==> src/hdl/magnitude_params.svh <==
`ifndef MAGNITUDE_PARAMS_SVH
`define MAGNITUDE_PARAMS_SVH

// Operand and result widths
`define MAG_OP_W        8       // One unsigned coordinate
`define MAG_ROOT_W      9       // Max magnitude 360 needs 9 bits
`define MAG_SUM_W       17      // 2 * 255^2 = 130050

// Queue
`define MAG_FIFO_DEPTH  4       // Power of two, count port holds up to 8

// APB register map, byte addresses
`define MAG_APB_AW      4
`define MAG_ADDR_DATA   'h0     // Write only, pushes a pair
`define MAG_ADDR_STATUS 'h4     // Read only

`endif

==> src/hdl/magnitude_pkg.sv <==
`default_nettype none

package magnitude_pkg;

`include "magnitude_params.svh"

    typedef struct packed {
        logic [`MAG_OP_W-1:0] x;         // First coordinate
        logic [`MAG_OP_W-1:0] y;         // Second coordinate
    } operand_pair_t;                    // One FIFO entry

    typedef struct packed {
        logic                   psel;
        logic                   penable;
        logic                   pwrite;
        logic [`MAG_APB_AW-1:0] paddr;   // Byte address
        logic [31:0]            pwdata;
    } apb_req_t;

    typedef struct packed {
        logic [31:0] prdata;
        logic        pready;             // Low while a DATA write waits
        logic        pslverr;
    } apb_rsp_t;

    typedef struct packed {
        logic [`MAG_ROOT_W-1:0] root;    // Floor of the square root
        logic                   exact;   // Root squared equals the sum
    } mag_result_t;

endpackage

`default_nettype wire

==> src/hdl/apb_operand_port.sv <==
`timescale 1ns/1ps
`default_nettype none

`include "magnitude_params.svh"

module apb_operand_port
    import magnitude_pkg::*;
(
    input  wire           clk,
    input  wire           rst_n,
    input  wire apb_req_t apb_req,
    output apb_rsp_t      apb_rsp,
    output logic          push,          // One strobe per completed DATA write
    output operand_pair_t push_data,
    input  wire [3:0]     count,         // FIFO occupancy
    input  wire           busy           // Engine not idle
);

    logic        access;                 // Access phase of a transfer
    logic        data_hit;
    logic        status_hit;
    logic        legal;                  // Address and direction accepted
    logic        full;
    logic        stall;                  // Wait state request
    logic [31:0] status_word;

    assign access     = apb_req.psel && apb_req.penable;
    assign data_hit   = apb_req.paddr == `MAG_APB_AW'(`MAG_ADDR_DATA);
    assign status_hit = apb_req.paddr == `MAG_APB_AW'(`MAG_ADDR_STATUS);

    // DATA takes writes and STATUS only reads
    assign legal = data_hit || (status_hit && !apb_req.pwrite);

    assign full = count == 4'(`MAG_FIFO_DEPTH);  // Port derives full itself

    // Back-pressure to the host until the engine drains a slot
    assign stall = apb_req.psel && apb_req.pwrite && data_hit && full;

    // Count in [3:0] with full at bit 4 and busy at bit 8
    assign status_word = {23'd0, busy, 3'd0, full, count};

    assign push = access && apb_req.pwrite && data_hit && !full;  // Same edge as completion

    assign push_data = '{
        x: apb_req.pwdata[`MAG_OP_W-1:0],              // x from low byte
        y: apb_req.pwdata[2*`MAG_OP_W-1:`MAG_OP_W]     // y from next byte
    };

    assign apb_rsp.pready  = !stall;
    assign apb_rsp.pslverr = access && !legal;  // No state change on error
    assign apb_rsp.prdata  = (access && status_hit && !apb_req.pwrite) ?
                             status_word : 32'd0;  // Reads of DATA return zero

    // A pushed pair shows up in the FIFO count on the next cycle
    a_push_counted: assert property (
        @(posedge clk) disable iff (!rst_n)
        push |=> count != 4'd0
    ) else $error("push not reflected in count");

    // Host holds a stalled write until the FIFO has room
    a_stall_held: assert property (
        @(posedge clk) disable iff (!rst_n)
        (access && stall) |=> apb_req.psel && apb_req.penable && apb_req.pwrite
    ) else $error("stalled write abandoned");

endmodule

`default_nettype wire

==> src/hdl/magnitude_engine.sv <==
`timescale 1ns/1ps
`default_nettype none

`include "magnitude_params.svh"

module magnitude_engine
    import magnitude_pkg::*;
(
    input  wire                clk,
    input  wire                rst_n,
    input  wire                not_empty,
    input  wire operand_pair_t head,
    output logic               pop,        // Takes the FIFO head
    output logic               busy,
    output logic               res_valid,
    output mag_result_t        res,
    input  wire                res_ready
);

    typedef enum logic [2:0] {ST_IDLE, ST_SQUARE, ST_SUM, ST_ROOT, ST_HOLD} state_t;

    state_t                   state;
    logic [2*`MAG_OP_W-1:0]   sq_x;        // x squared
    logic [2*`MAG_OP_W-1:0]   sq_y;        // y squared
    logic [`MAG_SUM_W-1:0]    sum;
    logic [`MAG_ROOT_W-1:0]   root;        // Bits resolved so far
    logic [`MAG_SUM_W-1:0]    root_sq;     // root * root tracked alongside
    logic [`MAG_ROOT_W-1:0]   mask;        // One-hot bit under trial
    logic                     exact;
    logic [`MAG_ROOT_W-1:0]   cand;
    logic [`MAG_SUM_W:0]      cand_sq;     // One extra bit since 511^2 overflows 17
    logic                     keep;

    assign cand    = root | mask;
    assign cand_sq = (`MAG_SUM_W+1)'(cand) * (`MAG_SUM_W+1)'(cand);
    assign keep    = cand_sq <= {1'b0, sum};  // Bit stays if not past the sum

    assign pop       = (state == ST_IDLE) && not_empty;
    assign busy      = state != ST_IDLE;
    assign res_valid = state == ST_HOLD;
    assign res       = '{root: root, exact: exact};

    // FSM walks from idle to square to sum to root to hold
    always_ff @(posedge clk or negedge rst_n) begin
        if (!rst_n) begin
            state <= ST_IDLE;
            mask  <= '0;
        end else begin
            case (state)
                ST_IDLE:   if (pop) state <= ST_SQUARE;
                ST_SQUARE: state <= ST_SUM;          // Sum formed on this edge
                ST_SUM: begin
                    state <= ST_ROOT;
                    mask  <= {1'b1, {(`MAG_ROOT_W-1){1'b0}}};  // Start at bit 8
                end
                ST_ROOT: begin
                    mask <= mask >> 1;
                    if (mask[0]) state <= ST_HOLD;   // Bit 0 done
                end
                ST_HOLD:   if (res_ready) state <= ST_IDLE;
                default:   state <= ST_IDLE;
            endcase
        end
    end

    // Datapath
    always_ff @(posedge clk) begin
        case (state)
            ST_IDLE: if (pop) begin
                sq_x <= head.x * head.x;             // Squares load on the pop edge
                sq_y <= head.y * head.y;
            end
            ST_SQUARE: sum <= `MAG_SUM_W'(sq_x) + `MAG_SUM_W'(sq_y);
            ST_SUM: begin
                root    <= '0;                       // Seed the search
                root_sq <= '0;
            end
            ST_ROOT: begin
                if (keep) begin
                    root    <= cand;
                    root_sq <= cand_sq[`MAG_SUM_W-1:0];
                end
                // Last trial decides exact
                if (mask[0]) exact <= (keep ? cand_sq : {1'b0, root_sq}) == {1'b0, sum};
            end
            default: ;                               // Hold keeps res steady
        endcase
    end

    // Result held until the sink takes it
    a_res_stable: assert property (
        @(posedge clk) disable iff (!rst_n)
        (res_valid && !res_ready) |=> (res_valid && $stable(res))
    ) else $error("res changed while stalled");

    // res_valid rises 11 cycles after the pop edge
    a_latency: assert property (
        @(posedge clk) disable iff (!rst_n)
        $rose(res_valid) |-> $past(pop, 12)
    ) else $error("result latency off");

endmodule

`default_nettype wire

==> src/hdl/magnitude_top.sv <==
`timescale 1ns/1ps
`default_nettype none

module magnitude_top
    import magnitude_pkg::*;
(
    input  wire           clk,
    input  wire           rst_n,
    input  wire apb_req_t apb_req,
    output apb_rsp_t      apb_rsp,
    output logic          res_valid,
    output mag_result_t   res,
    input  wire           res_ready
);

    logic          push;                   // Port to FIFO
    operand_pair_t push_data;
    logic [3:0]    count;                  // FIFO occupancy back to port
    logic          pop;                    // Engine takes head
    operand_pair_t head;
    logic          not_empty;
    logic          busy;                   // Engine state for status word

    apb_operand_port u_port (
        .clk       (clk),
        .rst_n     (rst_n),
        .apb_req   (apb_req),
        .apb_rsp   (apb_rsp),
        .push      (push),
        .push_data (push_data),
        .count     (count),
        .busy      (busy)
    );

    operand_fifo u_fifo (
        .clk       (clk),
        .rst_n     (rst_n),
        .push      (push),
        .push_data (push_data),
        .pop       (pop),
        .head      (head),
        .not_empty (not_empty),
        .count     (count)
    );

    magnitude_engine u_engine (
        .clk       (clk),
        .rst_n     (rst_n),
        .not_empty (not_empty),
        .head      (head),
        .pop       (pop),
        .busy      (busy),
        .res_valid (res_valid),
        .res       (res),
        .res_ready (res_ready)
    );

endmodule

`default_nettype wire

==> src/hdl/operand_fifo.sv <==
`timescale 1ns/1ps
`default_nettype none

`include "magnitude_params.svh"

module operand_fifo
    import magnitude_pkg::*;
(
    input  wire                clk,
    input  wire                rst_n,
    input  wire                push,
    input  wire operand_pair_t push_data,
    input  wire                pop,
    output operand_pair_t      head,       // Oldest entry
    output logic               not_empty,
    output logic [3:0]         count       // Occupancy 0..DEPTH
);

    localparam int DEPTH = `MAG_FIFO_DEPTH;
    localparam int AW    = $clog2(DEPTH);

    operand_pair_t mem [DEPTH];            // Entry storage
    logic [AW-1:0] wr_ptr;
    logic [AW-1:0] rd_ptr;

    // Storage write, no reset on payload
    always_ff @(posedge clk) begin
        if (push) begin
            mem[wr_ptr] <= push_data;
        end
    end

    // Pointers wrap naturally, depth is a power of two
    always_ff @(posedge clk or negedge rst_n) begin
        if (!rst_n) begin
            wr_ptr <= '0;
            rd_ptr <= '0;
            count  <= 4'd0;
        end else begin
            if (push) begin
                wr_ptr <= wr_ptr + 1'b1;
            end
            if (pop) begin
                rd_ptr <= rd_ptr + 1'b1;
            end
            case ({push, pop})
                2'b10:   count <= count + 4'd1;
                2'b01:   count <= count - 4'd1;
                default: count <= count;   // Both or neither
            endcase
        end
    end

    assign head      = mem[rd_ptr];        // Visible one cycle after push
    assign not_empty = count != 4'd0;

    // Engine only pops what is there
    a_no_underflow: assert property (
        @(posedge clk) disable iff (!rst_n)
        pop |-> not_empty
    ) else $error("pop from empty FIFO");

    // Port stalls the host instead of overrunning
    a_no_overflow: assert property (
        @(posedge clk) disable iff (!rst_n)
        push |-> count != 4'(DEPTH)
    ) else $error("push into full FIFO");

endmodule

`default_nettype wire

==> config.mk <==
export PLATFORM = sky130hd
export DESIGN_NAME = magnitude_top
export DESIGN_NICKNAME = d
export VERILOG_FILES = /design/src/hdl/magnitude_pkg.sv /design/src/hdl/apb_operand_port.sv /design/src/hdl/magnitude_engine.sv /design/src/hdl/magnitude_top.sv /design/src/hdl/operand_fifo.sv
export VERILOG_INCLUDE_DIRS = /design/src /design/src/hdl
export SDC_FILE = /design/constraint.sdc
export NUM_CORES = 1
export LEC_CHECK = 0
export BUFFER_PORTS_ARGS = -buffer_cell sky130_fd_sc_hd__buf_2
export CAP_MARGIN = 40
export CORE_UTILIZATION = 35
export CTS_CLUSTER_SIZE = 28
export DETAILED_ROUTE_END_ITERATION = 7
export PLACE_DENSITY_LB_ADDON = 0.2
export SETUP_SLACK_MARGIN = 0.3
export SKIP_LAST_GASP = 1
export SYNTH_ARGS = -nofsm -noshare
export SYNTH_HDL_FRONTEND = slang
export SYNTH_HIERARCHICAL = 1
export SYNTH_SLANG_ARGS = --single-unit
==> constraint.sdc <==
create_clock -name clk -period 8.74 [get_ports clk]
set_input_delay 0 -clock clk [delete_from_list [all_inputs] [get_ports clk]]
set_output_delay 0 -clock clk [all_outputs]
set_load 0.05 [all_outputs]
# --- Word level (Yosys, flattened, before mapping) ---
# Memory sizes are Yosys's and may differ from the RTL's.
# Cells that the tools add are included.
word_totals:
  mem_bits_ro: 0
  output_inout_bits: 45
  mem_count: 1
  in_bits: 42
  wordCells: 76
  latch_bits: 0
  reg_bits: 96
  mem_bits_rw: 64
classes:
  eq_ne: 13
  n_mux: 14
  n_bitwise: 1
  add_sub_neg: 5
  reduce_logical: 27
  div_mod_pow: 0
  n_lt_le_gt_ge: 1
  shifts: 0
  multipliers: 3
memory_table:
  columns: ["memory", "depth", "width", "read_ports", "rd_ports_with_merged_regs", "wr", "line", "text"]
  rows:
  - ["u_fifo.mem", 4, 16, 1, 0, 1, "operand_fifo.sv:22", "operand_pair_t mem [DEPTH];"]
ops:
  columns: ["cell", "count"]
  rows:
  - ["$pmux W9 S2", 2]
  - ["$pmux W17 S2", 1]
  - ["$mul A8 B8 Y16", 2]
  - ["$eq A18 B17 Y1", 1]
  - ["$le A18 B17 Y1", 1]
  - ["$mul A9 B9 Y18", 1]
  - ["$mux W18", 1]
  - ["$mux W9", 2]
  - ["$add A16 B16 Y17", 1]
  - ["$mux W17", 1]
  - ["$pmux W3 S5", 1]
  - ["$logic_and A1 B1 Y1", 12]
  - ["$mux W3", 3]
  - ["$or A9 B9 Y9", 1]
  - ["$eq A4 B3 Y1 const B", 2]
  - ["$pmux W4 S2", 1]
  - ["$eq A3 B2 Y1 const B", 2]
  - ["$ne A2 B1 Y1 const B", 3]
  - ["$reduce_and A2 Y1", 3]
  - ["$add A2 B1 Y2 const B", 2]
  - ["$add A4 B1 Y4 const B", 1]
  - ["$logic_not A1 Y1", 4]
  - ["$logic_not A4 Y1", 1]
  - ["$reduce_bool A2 Y1", 2]
  - ["other kinds (12)", 13]

# --- Longest topological paths before layout ---
# Gate-level depths: netlist of the first run.
depth:
  word_depth: 6
  ltp_mapped: 30
  ltp_nobuf: 28

# --- Cells and area by module ---
# The synthesis of the first run kept the hierarchy.
by_module_without_submodules:
  columns: ["module", "instances", "area_each_um2", "cells_each", "seq_area_each_um2"]
  rows:
  - ["magnitude_engine", 1, 9337.7, 970, 2462.4]
  - ["operand_fifo", 1, 2830.2, 133, 2122.0]
  - ["apb_operand_port", 1, 450.4, 65, 0.0]

# --- Worst setup path after synthesis of the first run ---
# OpenSTA, ideal clock, no wires.
synth_path:
  path_kind: "register to register"
  start: "register u_engine.root[2]"
  end: "register u_engine.root[1], enable pin"
  period_less_slack_ns: 7.593
  t_arrival_ns: 7.180
  setup_slack_ns: 1.147
  path_stages_with_launch: 27
  setup_ns: 0.413
  path_buffers: 2
  t_required_ns: 8.327
  cell_sequence: "edfxtp_1 or2_2 clkbuf_1 inv_1 nor2_1 fa_1 fa_1 fa_1 inv_1 fa_1 inv_1 ha_1 clkbuf_2 nand3_1 a21oi_2 a21oi_2 nor2_1 xnor2_1 inv_1 ha_1 nand4_1 nor2_1 a211o_1 a21oi_1 a221o_1 nand2_2 a21oi_1"
synth_via:
  elab_chain_len: 5
synth_lines:
  columns: ["item", "line", "text"]
  rows:
  - ["start, declared", "magnitude_engine.sv:26", "logic [`MAG_ROOT_W-1:0] root;"]
  - ["start signal, assigned", "magnitude_engine.sv:80", "root <= cand;"]
  - ["$or A9 B9 Y9", "magnitude_engine.sv:34", "assign cand = root | mask;"]
  - ["$mul A9 B9 Y18", "magnitude_engine.sv:35", "assign cand_sq = (`MAG_SUM_W+1)'(cand) * (`MAG_SUM_W+1)'(cand);"]
  - ["net u_engine.cand_sq[15]", "magnitude_engine.sv:31", "logic [`MAG_SUM_W:0] cand_sq;"]
  - ["$le A18 B17 Y1", "magnitude_engine.sv:36", "assign keep = cand_sq <= {1'b0, sum};"]
  - ["$ne A2 B1 Y1 (no line)", null, null]
  - ["$reduce_and A2 Y1 (no line)", null, null]
# The timed path passes the listed nets, and every way through them passes these cells.
# A chain may end at the register's enable or synchronous reset.

# --- Worst setup path after layout of the first run ---
layout_path:
  start: "register u_engine.mask[5]"
  end: "register u_engine.exact (data pin)"
layout_via:
  elab_chain_len: 5
layout_lines:
  columns: ["item", "line", "text"]
  rows:
  - ["start, declared", "magnitude_engine.sv:28", "logic [`MAG_ROOT_W-1:0] mask;"]
  - ["start signal, assigned", "magnitude_engine.sv:54", "mask <= {1'b1, {(`MAG_ROOT_W-1){1'b0}}};"]
  - ["start signal, assigned", "magnitude_engine.sv:57", "mask <= mask >> 1;"]
  - ["$or A9 B9 Y9 *", "magnitude_engine.sv:34", null]
  - ["$mul A9 B9 Y18 *", "magnitude_engine.sv:35", null]
  - ["net u_engine.cand_sq[14]", "magnitude_engine.sv:31", null]
  - ["$le A18 B17 Y1", "magnitude_engine.sv:36", null]
  - ["$mux W18 *", "magnitude_engine.sv:84", "if (mask[0]) exact <= (keep ? cand_sq : {1'b0, root_sq}) == {1'b0, sum};"]
  - ["$eq A18 B17 Y1 *", "magnitude_engine.sv:84", null]
  - ["end signal, assigned", "magnitude_engine.sv:84", null]
  - ["end, declared", "magnitude_engine.sv:29", "logic exact;"]
# The timed path passes the listed nets; every way through them passes the cells marked *.

==> results of run 1 <==
flip-flops by register name, summed over array words and instances (netlist names), 2 cells and up:
| signal | cells |
|---|---|
| u_engine/mask | 9 |
| u_engine/root | 8 |
| u_engine/root_sq | 16 |
| u_engine/sq_x | 15 |
| u_engine/sq_y | 15 |
| u_engine/state | 3 |
| u_engine/sum | 17 |
| u_fifo/count | 4 |
| u_fifo/mem | 64 |
| u_fifo/rd_ptr | 2 |
| u_fifo/wr_ptr | 2 |
routing by layer:
metal	vias to the layer above	wire (um)	track usage, %
met4	0	329	3.63
li1	4001	-	-
met5	-	0	0
met3	23	535	2.16
met1	3933	11300	17.8
met2	93	12300	24.9
worst min-delay path, cell delays in order:
cell	delay [ns]
sky130_fd_sc_hd__buf_2	0.10
sky130_fd_sc_hd__nand2_1	0.08
sky130_fd_sc_hd__nor4b_2	0.10
sky130_fd_sc_hd__nand2_1	0.06
sky130_fd_sc_hd__o21ai_0	0.06
synth_stat cells (5+ instances only):
cell / number / area share [%]
sky130_fd_sc_hd__a31oi_1: 5 / 0.25
sky130_fd_sc_hd__nand2_1: 76 / 2.3
sky130_fd_sc_hd__xor2_1: 22 / 1.5
sky130_fd_sc_hd__dfrtp_1: 20 / 4.0
sky130_fd_sc_hd__nor3_1: 21 / 0.83
sky130_fd_sc_hd__a21oi_1: 45 / 1.8
sky130_fd_sc_hd__and3_1: 9 / 0.45
sky130_fd_sc_hd__o211ai_1: 5 / 0.30
sky130_fd_sc_hd__nand3_1: 14 / 0.56
sky130_fd_sc_hd__a21o_1: 16 / 0.95
sky130_fd_sc_hd__o21ai_1: 6 / 0.24
sky130_fd_sc_hd__o41ai_1: 5 / 0.35
sky130_fd_sc_hd__a211oi_1: 6 / 0.36
sky130_fd_sc_hd__o21bai_1: 11 / 0.65
sky130_fd_sc_hd__nor2_1: 84 / 2.5
sky130_fd_sc_hd__or2_2: 8 / 0.40
sky130_fd_sc_hd__inv_1: 179 / 5.3
sky130_fd_sc_hd__nand4_1: 5 / 0.25
sky130_fd_sc_hd__clkbuf_1: 17 / 0.51
sky130_fd_sc_hd__o21ai_0: 24 / 0.95
sky130_fd_sc_hd__mux4_2: 16 / 2.9
sky130_fd_sc_hd__buf_4: 45 / 2.7
sky130_fd_sc_hd__ha_1: 132 / 13
sky130_fd_sc_hd__fa_1: 82 / 13
sky130_fd_sc_hd__edfxtp_1: 136 / 32
sky130_fd_sc_hd__nor2b_1: 10 / 0.50
sky130_fd_sc_hd__and2_1: 42 / 2.1
sky130_fd_sc_hd__xnor2_1: 55 / 3.8
cells by family (layout without fill, tap and decap cells):
group	count (synthesis)	after routing
other cells	1	26
flops	156	156
compound gates	157	157
fa+ha+maj	214	214
buf+inv	248	286
xor+xnor	79	79
simple gates	292	292
mux	21	21
stage by stage:
| step | cell area (um^2) | setup slack (ns) | util (%) | hold slack, ns | cells |
|---|---|---|---|---|---|
| after global routing | 14000 | 0.736 | 39.4 | 0.0772 | 1692 |
| after CTS | 14000 | 1.19 | 39.4 | 0.0255 | 1692 |
| after floorplan | 12700 | 1.15 | - | -0.296 | 1193 |
| final | 14000 | 1.21 | 39.4 | 0.0354 | 1692 |
| after global placement | 13100 | 1.31 | 37.0 | -0.00521 | 1637 |
| after detailed placement | 13200 | 1.21 | 37.3 | -0.00590 | 1642 |
worst max-delay path by stage:
| stage | start | to | slack (ns) |
|---|---|---|---|
| floorplan | u_engine/root[2] | u_engine/root[1] | 1.15 |
| global placement | u_engine/root[5] | u_engine/exact | 1.31 |
| detailed placement | u_engine/mask[5] | u_engine/root_sq[5] | 1.21 |
| CTS | u_engine/mask[5] | u_engine/exact | 1.19 |
| global route | u_engine/mask[2] | u_engine/root_sq[12] | 0.74 |
| finish | u_engine/mask[5] | u_engine/exact | 1.21 |
final cells by class:
cell class | instances | area, um^2
flip-flops and latches | 156 | 4580
well taps | 461 | 577
repair buffers | 75 | 546
inverters | 179 | 672
clock buffers | 17 | 425
clock inverters | 15 | 154
multi-input cells | 789 | 7030
fillers | 3483 | 21500
what timing repair did:
item,4_1_cts,5_1_grt
hold buffers,18,0
hold endpoints to repair,85,0
setup buffers,0,0
==> results_tabular.tex, run 1 <==
\begin{tabular}{lr}
\hline
Metric & Value \\
\hline
\multicolumn{2}{l}{\textbf{Outcome}} \\
Run status & finished clean \\
\multicolumn{2}{l}{\textbf{Worst setup path}} \\
Nature of the critical path endpoint & register \\
Slowest stage cell on the critical path & sky130\_fd\_sc\_hd\_\_fa\_1 \\
Arrival time of data at the critical path endpoint & 7.74 ns \\
Nature of the critical path startpoint & register \\
Kind of critical path & register to register \\
Worst path depth & 23 \\
Reg2reg path depth & 23 \\
Largest stage delay on the critical path & 0.62 ns \\
Critical path buffers and inverters & 3 \\
Top cell family by delay on the critical path & adder cells \\
Register-to-register path setup slack & roughly 1.2 ns \\
Maximum fanout encountered on the critical timing path & 7 \\
Start of the worst register-to-register path & u\_engine/mask[5] \\
Endpoint of the lowest-slack register-to-register path & u\_engine/exact \\
Critical path, cell by cell & nor2\_1, nor2\_1, fa\_1, fa\_1, ha\_1, inv\_1, fa\_1, inv\_1, fa\_1, a211o\_1, a21oi\_1, o21ai\_1, o211ai\_1, inv\_1, ha\_1, nand4\_1, nor3\_1, a21oi\_1, a221oi\_2, nor2\_4, a211oi\_1, o221ai\_1, nor4b\_2 \\
Worst path required time & 8.95 ns \\
Cell repeated most along the worst path & sky130\_fd\_sc\_hd\_\_fa\_1 \\
\multicolumn{2}{l}{\textbf{Die}} \\
Die Width & about 190 um \\
Area enclosed by the die boundary & between 30000 and 40000 um\^{}2 \\
Die boundary height & approximately 190 um \\
Starting utilization of the core area & between 30\% and 40\% \\
Area of the core region & around 35000 um\^{}2 \\
Number of I/O pins & a little under 90 \\
Row Count & between 60 and 70 \\
\multicolumn{2}{l}{\textbf{Hold path}} \\
Hold path cells & 5 \\
Worst min-delay path category & primary input to register \\
Endpoint of the worst hold-timing path & u\_fifo/wr\_ptr[1] \\
Startpoint of the most critical hold path & apb\_req[37] \\
\multicolumn{2}{l}{\textbf{Routing}} \\
Residual antenna-violating net count after detailed routing & 0 \\
Vias & just over 8000 \\
Starting DRT DRC Count & 331 \\
Routed wire length & about 25000 um \\
Mean routed wirelength per cell & 14.5 um \\
Final routed DRC violation total & 0 \\
Via density per instance & between 4 and 5 \\
First-pass detailed-route iteration total & 4 \\
\multicolumn{2}{l}{\textbf{Flow run}} \\
MaxCap Viol Count & 0 \\
\multicolumn{2}{l}{\textbf{STA}} \\
Number of setup violations in the final report & 0 \\
Final clock period utilization by the worst path & between 80\% and 90\% \\
Maximum operating frequency & about 130 MHz \\
Transition at the pin with the smallest max-transition slack & 0.850 ns \\
Post-layout min period & $\sim$7.5 ns \\
Unrepaired setup endpoints after global routing & false \\
Final Hold Fails & 0 \\
Final number of max-transition violations & 0 \\
Post-Route Skew & roughly 0.013 ns \\
Worst rel slew slack & roughly 43\% \\
Accumulated negative setup slack & 0 ns \\
\multicolumn{2}{l}{\textbf{Synth}} \\
Synthesized-area fraction occupied by ao, oa, aoi and oai cells & 8.52\% \\
Unique masters post-synth & between 70 and 80 \\
Most used flip-flop cell after synthesis & sky130\_fd\_sc\_hd\_\_edfxtp\_1 \\
Dominant combinational cell family by area after synthesis & adder cells \\
XOR/XNOR share of the synthesized area & 5.60\% \\
Number of synthesized flops with an enable pin & 136 \\
Combined area of all synthesized cells & 12600 um\^{}2 \\
Basic-gate share of the synthesized area counting and, or, nand and nor cells & between 10\% and 20\% \\
Post-synthesis register bit count & around 160 \\
FFs w/ async S/R, synth & 12.8\% \\
Proportion of synthesized chip area in sequential cells & between 30\% and 40\% \\
Share of cell area taken by muxes after synthesis & under 10\% \\
Warnings, synthesis & 6 \\
Post-synthesis instance total & 1168 \\
Post-synthesis adder-cell area fraction & between 20\% and 30\% \\
Synthesized area per cell & 10.8 um\^{}2 \\
\multicolumn{2}{l}{\textbf{Layout}} \\
Ratio of cells with drive above 1 in the final layout & between 10\% and 20\% \\
Commonest non-fill, non-tap cells in the layout & 179 x sky130\_fd\_sc\_hd\_\_inv\_1, 136 x sky130\_fd\_sc\_hd\_\_edfxtp\_1, 132 x sky130\_fd\_sc\_hd\_\_ha\_1 \\
Signed area change from the synthesized netlist to the final layout & 10.9\% \\
Nets & around 1500 \\
Most common cell after layout, fill and taps aside & sky130\_fd\_sc\_hd\_\_inv\_1 \\
Ant. Diodes & 0 \\
\multicolumn{2}{l}{\textbf{Global route}} \\
First-pass GRT wire length & between 40000 and 50000 um \\
Combined global-route utilization of all metal layers & about 14\% \\
Number of global-route vias before repair & just over 8000 \\
Initial antenna violation count & 0 \\
Gr ovfl total & 0 \\
Largest net degree at the start of global routing & 31 \\
\multicolumn{2}{l}{\textbf{CTS}} \\
Level count of the clock H-tree & 4 \\
TritonCTS clock tree & done \\
Total clock buffers created by CTS & 17 \\
Count of clock tree sinks & $\sim$160 \\
PostCTS Resize Cnt & 0 \\
Clk slew on worst S/H paths & 0.07 ns \\
Root buffer cell & sky130\_fd\_sc\_hd\_\_clkbuf\_16 \\
Clock network latency to the later pin of the worst-skew pair & between 0.4 and 0.5 ns \\
Clock buffer depth & 2 \\
\multicolumn{2}{l}{\textbf{Placement}} \\
Global placer's final weighted congestion & around 0.85 \\
Detail Placement HPWL & roughly 20000 um \\
Count of buffers inserted at the top-level ports & 44 \\
\hline
\end{tabular}
Power of run 1 is left out: the tool's default activity adds up to more than one toggle a clock period on the data nets, which glitch-free logic cannot reach.
==> run 2: changes to the inputs <==
==> constraint.sdc (replaced) <==
create_clock -name clk -period 9.4 [get_ports clk]
set_input_delay 2.82 -clock clk [delete_from_list [all_inputs] [get_ports clk]]
set_output_delay 2.82 -clock clk [all_outputs]
set_load 0.05 [all_outputs]
==> results_tabular.tex, run 2 (same netlist as run 1, synthesis figures left out) <==
\begin{tabular}{lr}
\hline
Metric & Value \\
\hline
\multicolumn{2}{l}{\textbf{Outcome}} \\
Run status & finished clean (unchanged) \\
\multicolumn{2}{l}{\textbf{Layout}} \\
Number of fill cells in the layout & 3504 (was 3483) \\
Commonest non-fill, non-tap cells in the layout & 179 x sky130\_fd\_sc\_hd\_\_inv\_1, 136 x sky130\_fd\_sc\_hd\_\_edfxtp\_1, 132 x sky130\_fd\_sc\_hd\_\_ha\_1 (unchanged) \\
Ant. Diodes & 0 (unchanged) \\
Nets & 1448 (was 1474) \\
Number of flip-flops in the largest register & 64 (unchanged) \\
Utilization after layout & 38.6\% (was 39.4\%) \\
Area occupied by multi-input gates & 7030 um\^{}2 (unchanged) \\
Signed area change from the synthesized netlist to the final layout & 8.48\% (was 10.9\%) \\
Registers with the most flip-flops & u\_fifo/mem: 64 flops, u\_engine/sum: 17 flops, u\_engine/root\_sq: 16 flops (unchanged) \\
Storage element area & 4580 um\^{}2 (unchanged) \\
Most common cell after layout, fill and taps aside & sky130\_fd\_sc\_hd\_\_inv\_1 (unchanged) \\
Ratio of cells with drive above 1 in the final layout & 10.7\% (was 11.1\%) \\
Register name with the most flops & u\_fifo/mem (unchanged) \\
Final instance area & 13700 um\^{}2 (was 14000 um\^{}2) \\
\multicolumn{2}{l}{\textbf{Global route}} \\
Met2 Track Usage GR & 24.2\% (was 24.9\%) \\
Number of global-route vias before repair & 8120 (was 8164) \\
GR peak layer & met2 (unchanged) \\
First-pass GRT wire length & 40400 um (was 40500 um) \\
Largest net degree at the start of global routing & 29 (was 31) \\
Initial antenna violation count & 0 (unchanged) \\
Combined global-route utilization of all metal layers & 14.1\% (about the same) \\
Gr ovfl total & 0 (unchanged) \\
Met3 GRT Util & 2.25\% (was 2.16\%) \\
Global routing usage on met1 & 18.0\% (was 17.8\%) \\
\multicolumn{2}{l}{\textbf{CTS}} \\
Clock buffer depth & 2 (unchanged) \\
Total clock buffers created by CTS & 17 (unchanged) \\
Setup Fix Bufs, Post-CTS & 0 (unchanged) \\
PostCTS Resize Cnt & 0 (unchanged) \\
Clock network latency to the later pin of the worst-skew pair & 0.43 ns (about the same) \\
Root buffer cell & sky130\_fd\_sc\_hd\_\_clkbuf\_16 (unchanged) \\
Clk slew on worst S/H paths & 0.07 ns (about the same) \\
Level count of the clock H-tree & 4 (unchanged) \\
Count of clock tree sinks & 156 (unchanged) \\
Cts hold-fix bufs & 0 (was 18) \\
TritonCTS clock tree & done (unchanged) \\
\multicolumn{2}{l}{\textbf{Hold path}} \\
Endpoint of the worst hold-timing path & u\_engine/mask[4] (was u\_fifo/wr\_ptr[1]) \\
Startpoint of the most critical hold path & u\_engine/mask[4] (was apb\_req[37]) \\
Hold path cells & 2 (was 5) \\
Worst min-delay path category & register to register (was primary input to register) \\
\multicolumn{2}{l}{\textbf{Routing}} \\
First-pass detailed-route iteration total & 5 (was 4) \\
Mean routed wirelength per cell & 14.5 um (about the same) \\
Starting DRT DRC Count & 387 (was 331) \\
Routed wire length & 24100 um (was 24500 um) \\
Via density per instance & 4.77 (was 4.76) \\
Final routed DRC violation total & 0 (unchanged) \\
Vias & 7946 (was 8050) \\
Residual antenna-violating net count after detailed routing & 0 (unchanged) \\
\multicolumn{2}{l}{\textbf{STA}} \\
Hold slack final & 0.519 ns (was 0.0354 ns) \\
Post-Route Skew & 0.0119 ns (was 0.0131 ns) \\
Final Hold Fails & 0 (unchanged) \\
Final clock period utilization by the worst path & 84.7\% (was 86.1\%) \\
Transition at the pin with the smallest max-transition slack & 0.866 ns (was 0.850 ns) \\
Maximum operating frequency & 126 MHz (was 133 MHz) \\
Post-layout min period & 7.96 ns (was 7.53 ns) \\
Final number of max-transition violations & 0 (unchanged) \\
Worst rel slew slack & 42.0\% (was 43.3\%) \\
Number of setup violations in the final report & 0 (unchanged) \\
Accumulated negative setup slack & 0 ns (unchanged) \\
Unrepaired setup endpoints after global routing & false (unchanged) \\
\multicolumn{2}{l}{\textbf{Worst setup path}} \\
Reg2reg path depth & 26 (was 23) \\
Critical path buffers and inverters & 5 (was 3) \\
Register-to-register path setup slack & 1.44 ns (was 1.21 ns) \\
Nature of the critical path startpoint & register (unchanged) \\
Start point of the critical path & u\_engine/mask[0] (was u\_engine/mask[5]) \\
Kind of critical path & register to register (unchanged) \\
Top cell family by delay on the critical path & adder cells (unchanged) \\
Arrival time of data at the critical path endpoint & 8.07 ns (was 7.74 ns) \\
Maximum fanout encountered on the critical timing path & 15 (was 7) \\
Slowest stage cell on the critical path & sky130\_fd\_sc\_hd\_\_nor2\_1 (was sky130\_fd\_sc\_hd\_\_fa\_1) \\
Worst path required time & 9.51 ns (was 8.95 ns) \\
Start of the worst register-to-register path & u\_engine/mask[0] (was u\_engine/mask[5]) \\
Largest stage delay on the critical path & 0.74 ns (was 0.62 ns) \\
Endpoint of the lowest-slack register-to-register path & u\_engine/root\_sq[3] (was u\_engine/exact) \\
Nature of the critical path endpoint & register (unchanged) \\
\multicolumn{2}{l}{\textbf{Flow run}} \\
MaxCap Viol Count & 0 (unchanged) \\
\multicolumn{2}{l}{\textbf{Placement}} \\
Detail Placement HPWL & 19200 um (was 19600 um) \\
Global placer's final weighted congestion & 0.861 (was 0.855) \\
Area of placed instances & 13100 um\^{}2 (was 13200 um\^{}2) \\
Count of buffers inserted at the top-level ports & 44 (unchanged) \\
\multicolumn{2}{l}{\textbf{Die}} \\
Area enclosed by the die boundary & 36800 um\^{}2 (unchanged) \\
Area of the core region & 35500 um\^{}2 (unchanged) \\
Die Width & 192 um (unchanged) \\
Number of I/O pins & 87 (unchanged) \\
Row Count & 69 (unchanged) \\
Die boundary height & 192 um (unchanged) \\
Starting utilization of the core area & 35.6\% (unchanged) \\
\hline
\end{tabular}
==> run 2: cell types whose count changed in the layout (fill, tap and decap cells not counted), sizes merged <==
cell and change:
clkinv +2, clkinvlp -1, clkbuf +1, inv -1, bufinv -1, dlygate4sd3 -18, buf -8
==> run 2: tightest hold or removal path, delay by kind of cell (launching register included) <==
kind          cells  cell delay, ns
flops             1            0.38
simple gates      2            0.11
==> run 2: through the flow <==
stage | setup WS (ns) | instances
2_1_floorplan | 1.81 | 1193
3_3_place_gp | 1.47 | 1632
3_5_place_dp | 1.42 | 1634
4_1_cts | 1.39 | 1666
5_1_grt | 0.978 | 1666
6_report | 1.44 | 1666
==> run 2: metal layers <==
layer | up-vias | routed length [um]
met4 | 0 | 469
met5 | - | 0
met1 | 3852 | 11100
li1 | 3951 | -
met3 | 31 | 651
met2 | 112 | 11900
==> run 2: final cells by class <==
cell class              instances  share of cell area, %
inverters                     179                   4.91
repair buffers                 49                   1.97
clock inverters                14                  0.914
flip-flops and latches        156                   33.5
multi-input cells             789                   51.4
well taps                     461                   4.21
clock buffers                  18                   3.14
==> run 2: how the worst max path moves through the flow <==
stage | end | slack (ns) | depth (start not counted)
floorplan | u_engine/root[1] | 1.81 | 26
global placement | u_engine/root_sq[3] | 1.47 | 26
detailed placement | u_engine/root_sq[3] | 1.42 | 26
CTS | u_engine/root_sq[3] | 1.39 | 26
global route | u_engine/root_sq[3] | 0.98 | 26
finish | u_engine/root_sq[3] | 1.44 | 26
Power of run 2 is left out for the same reason.
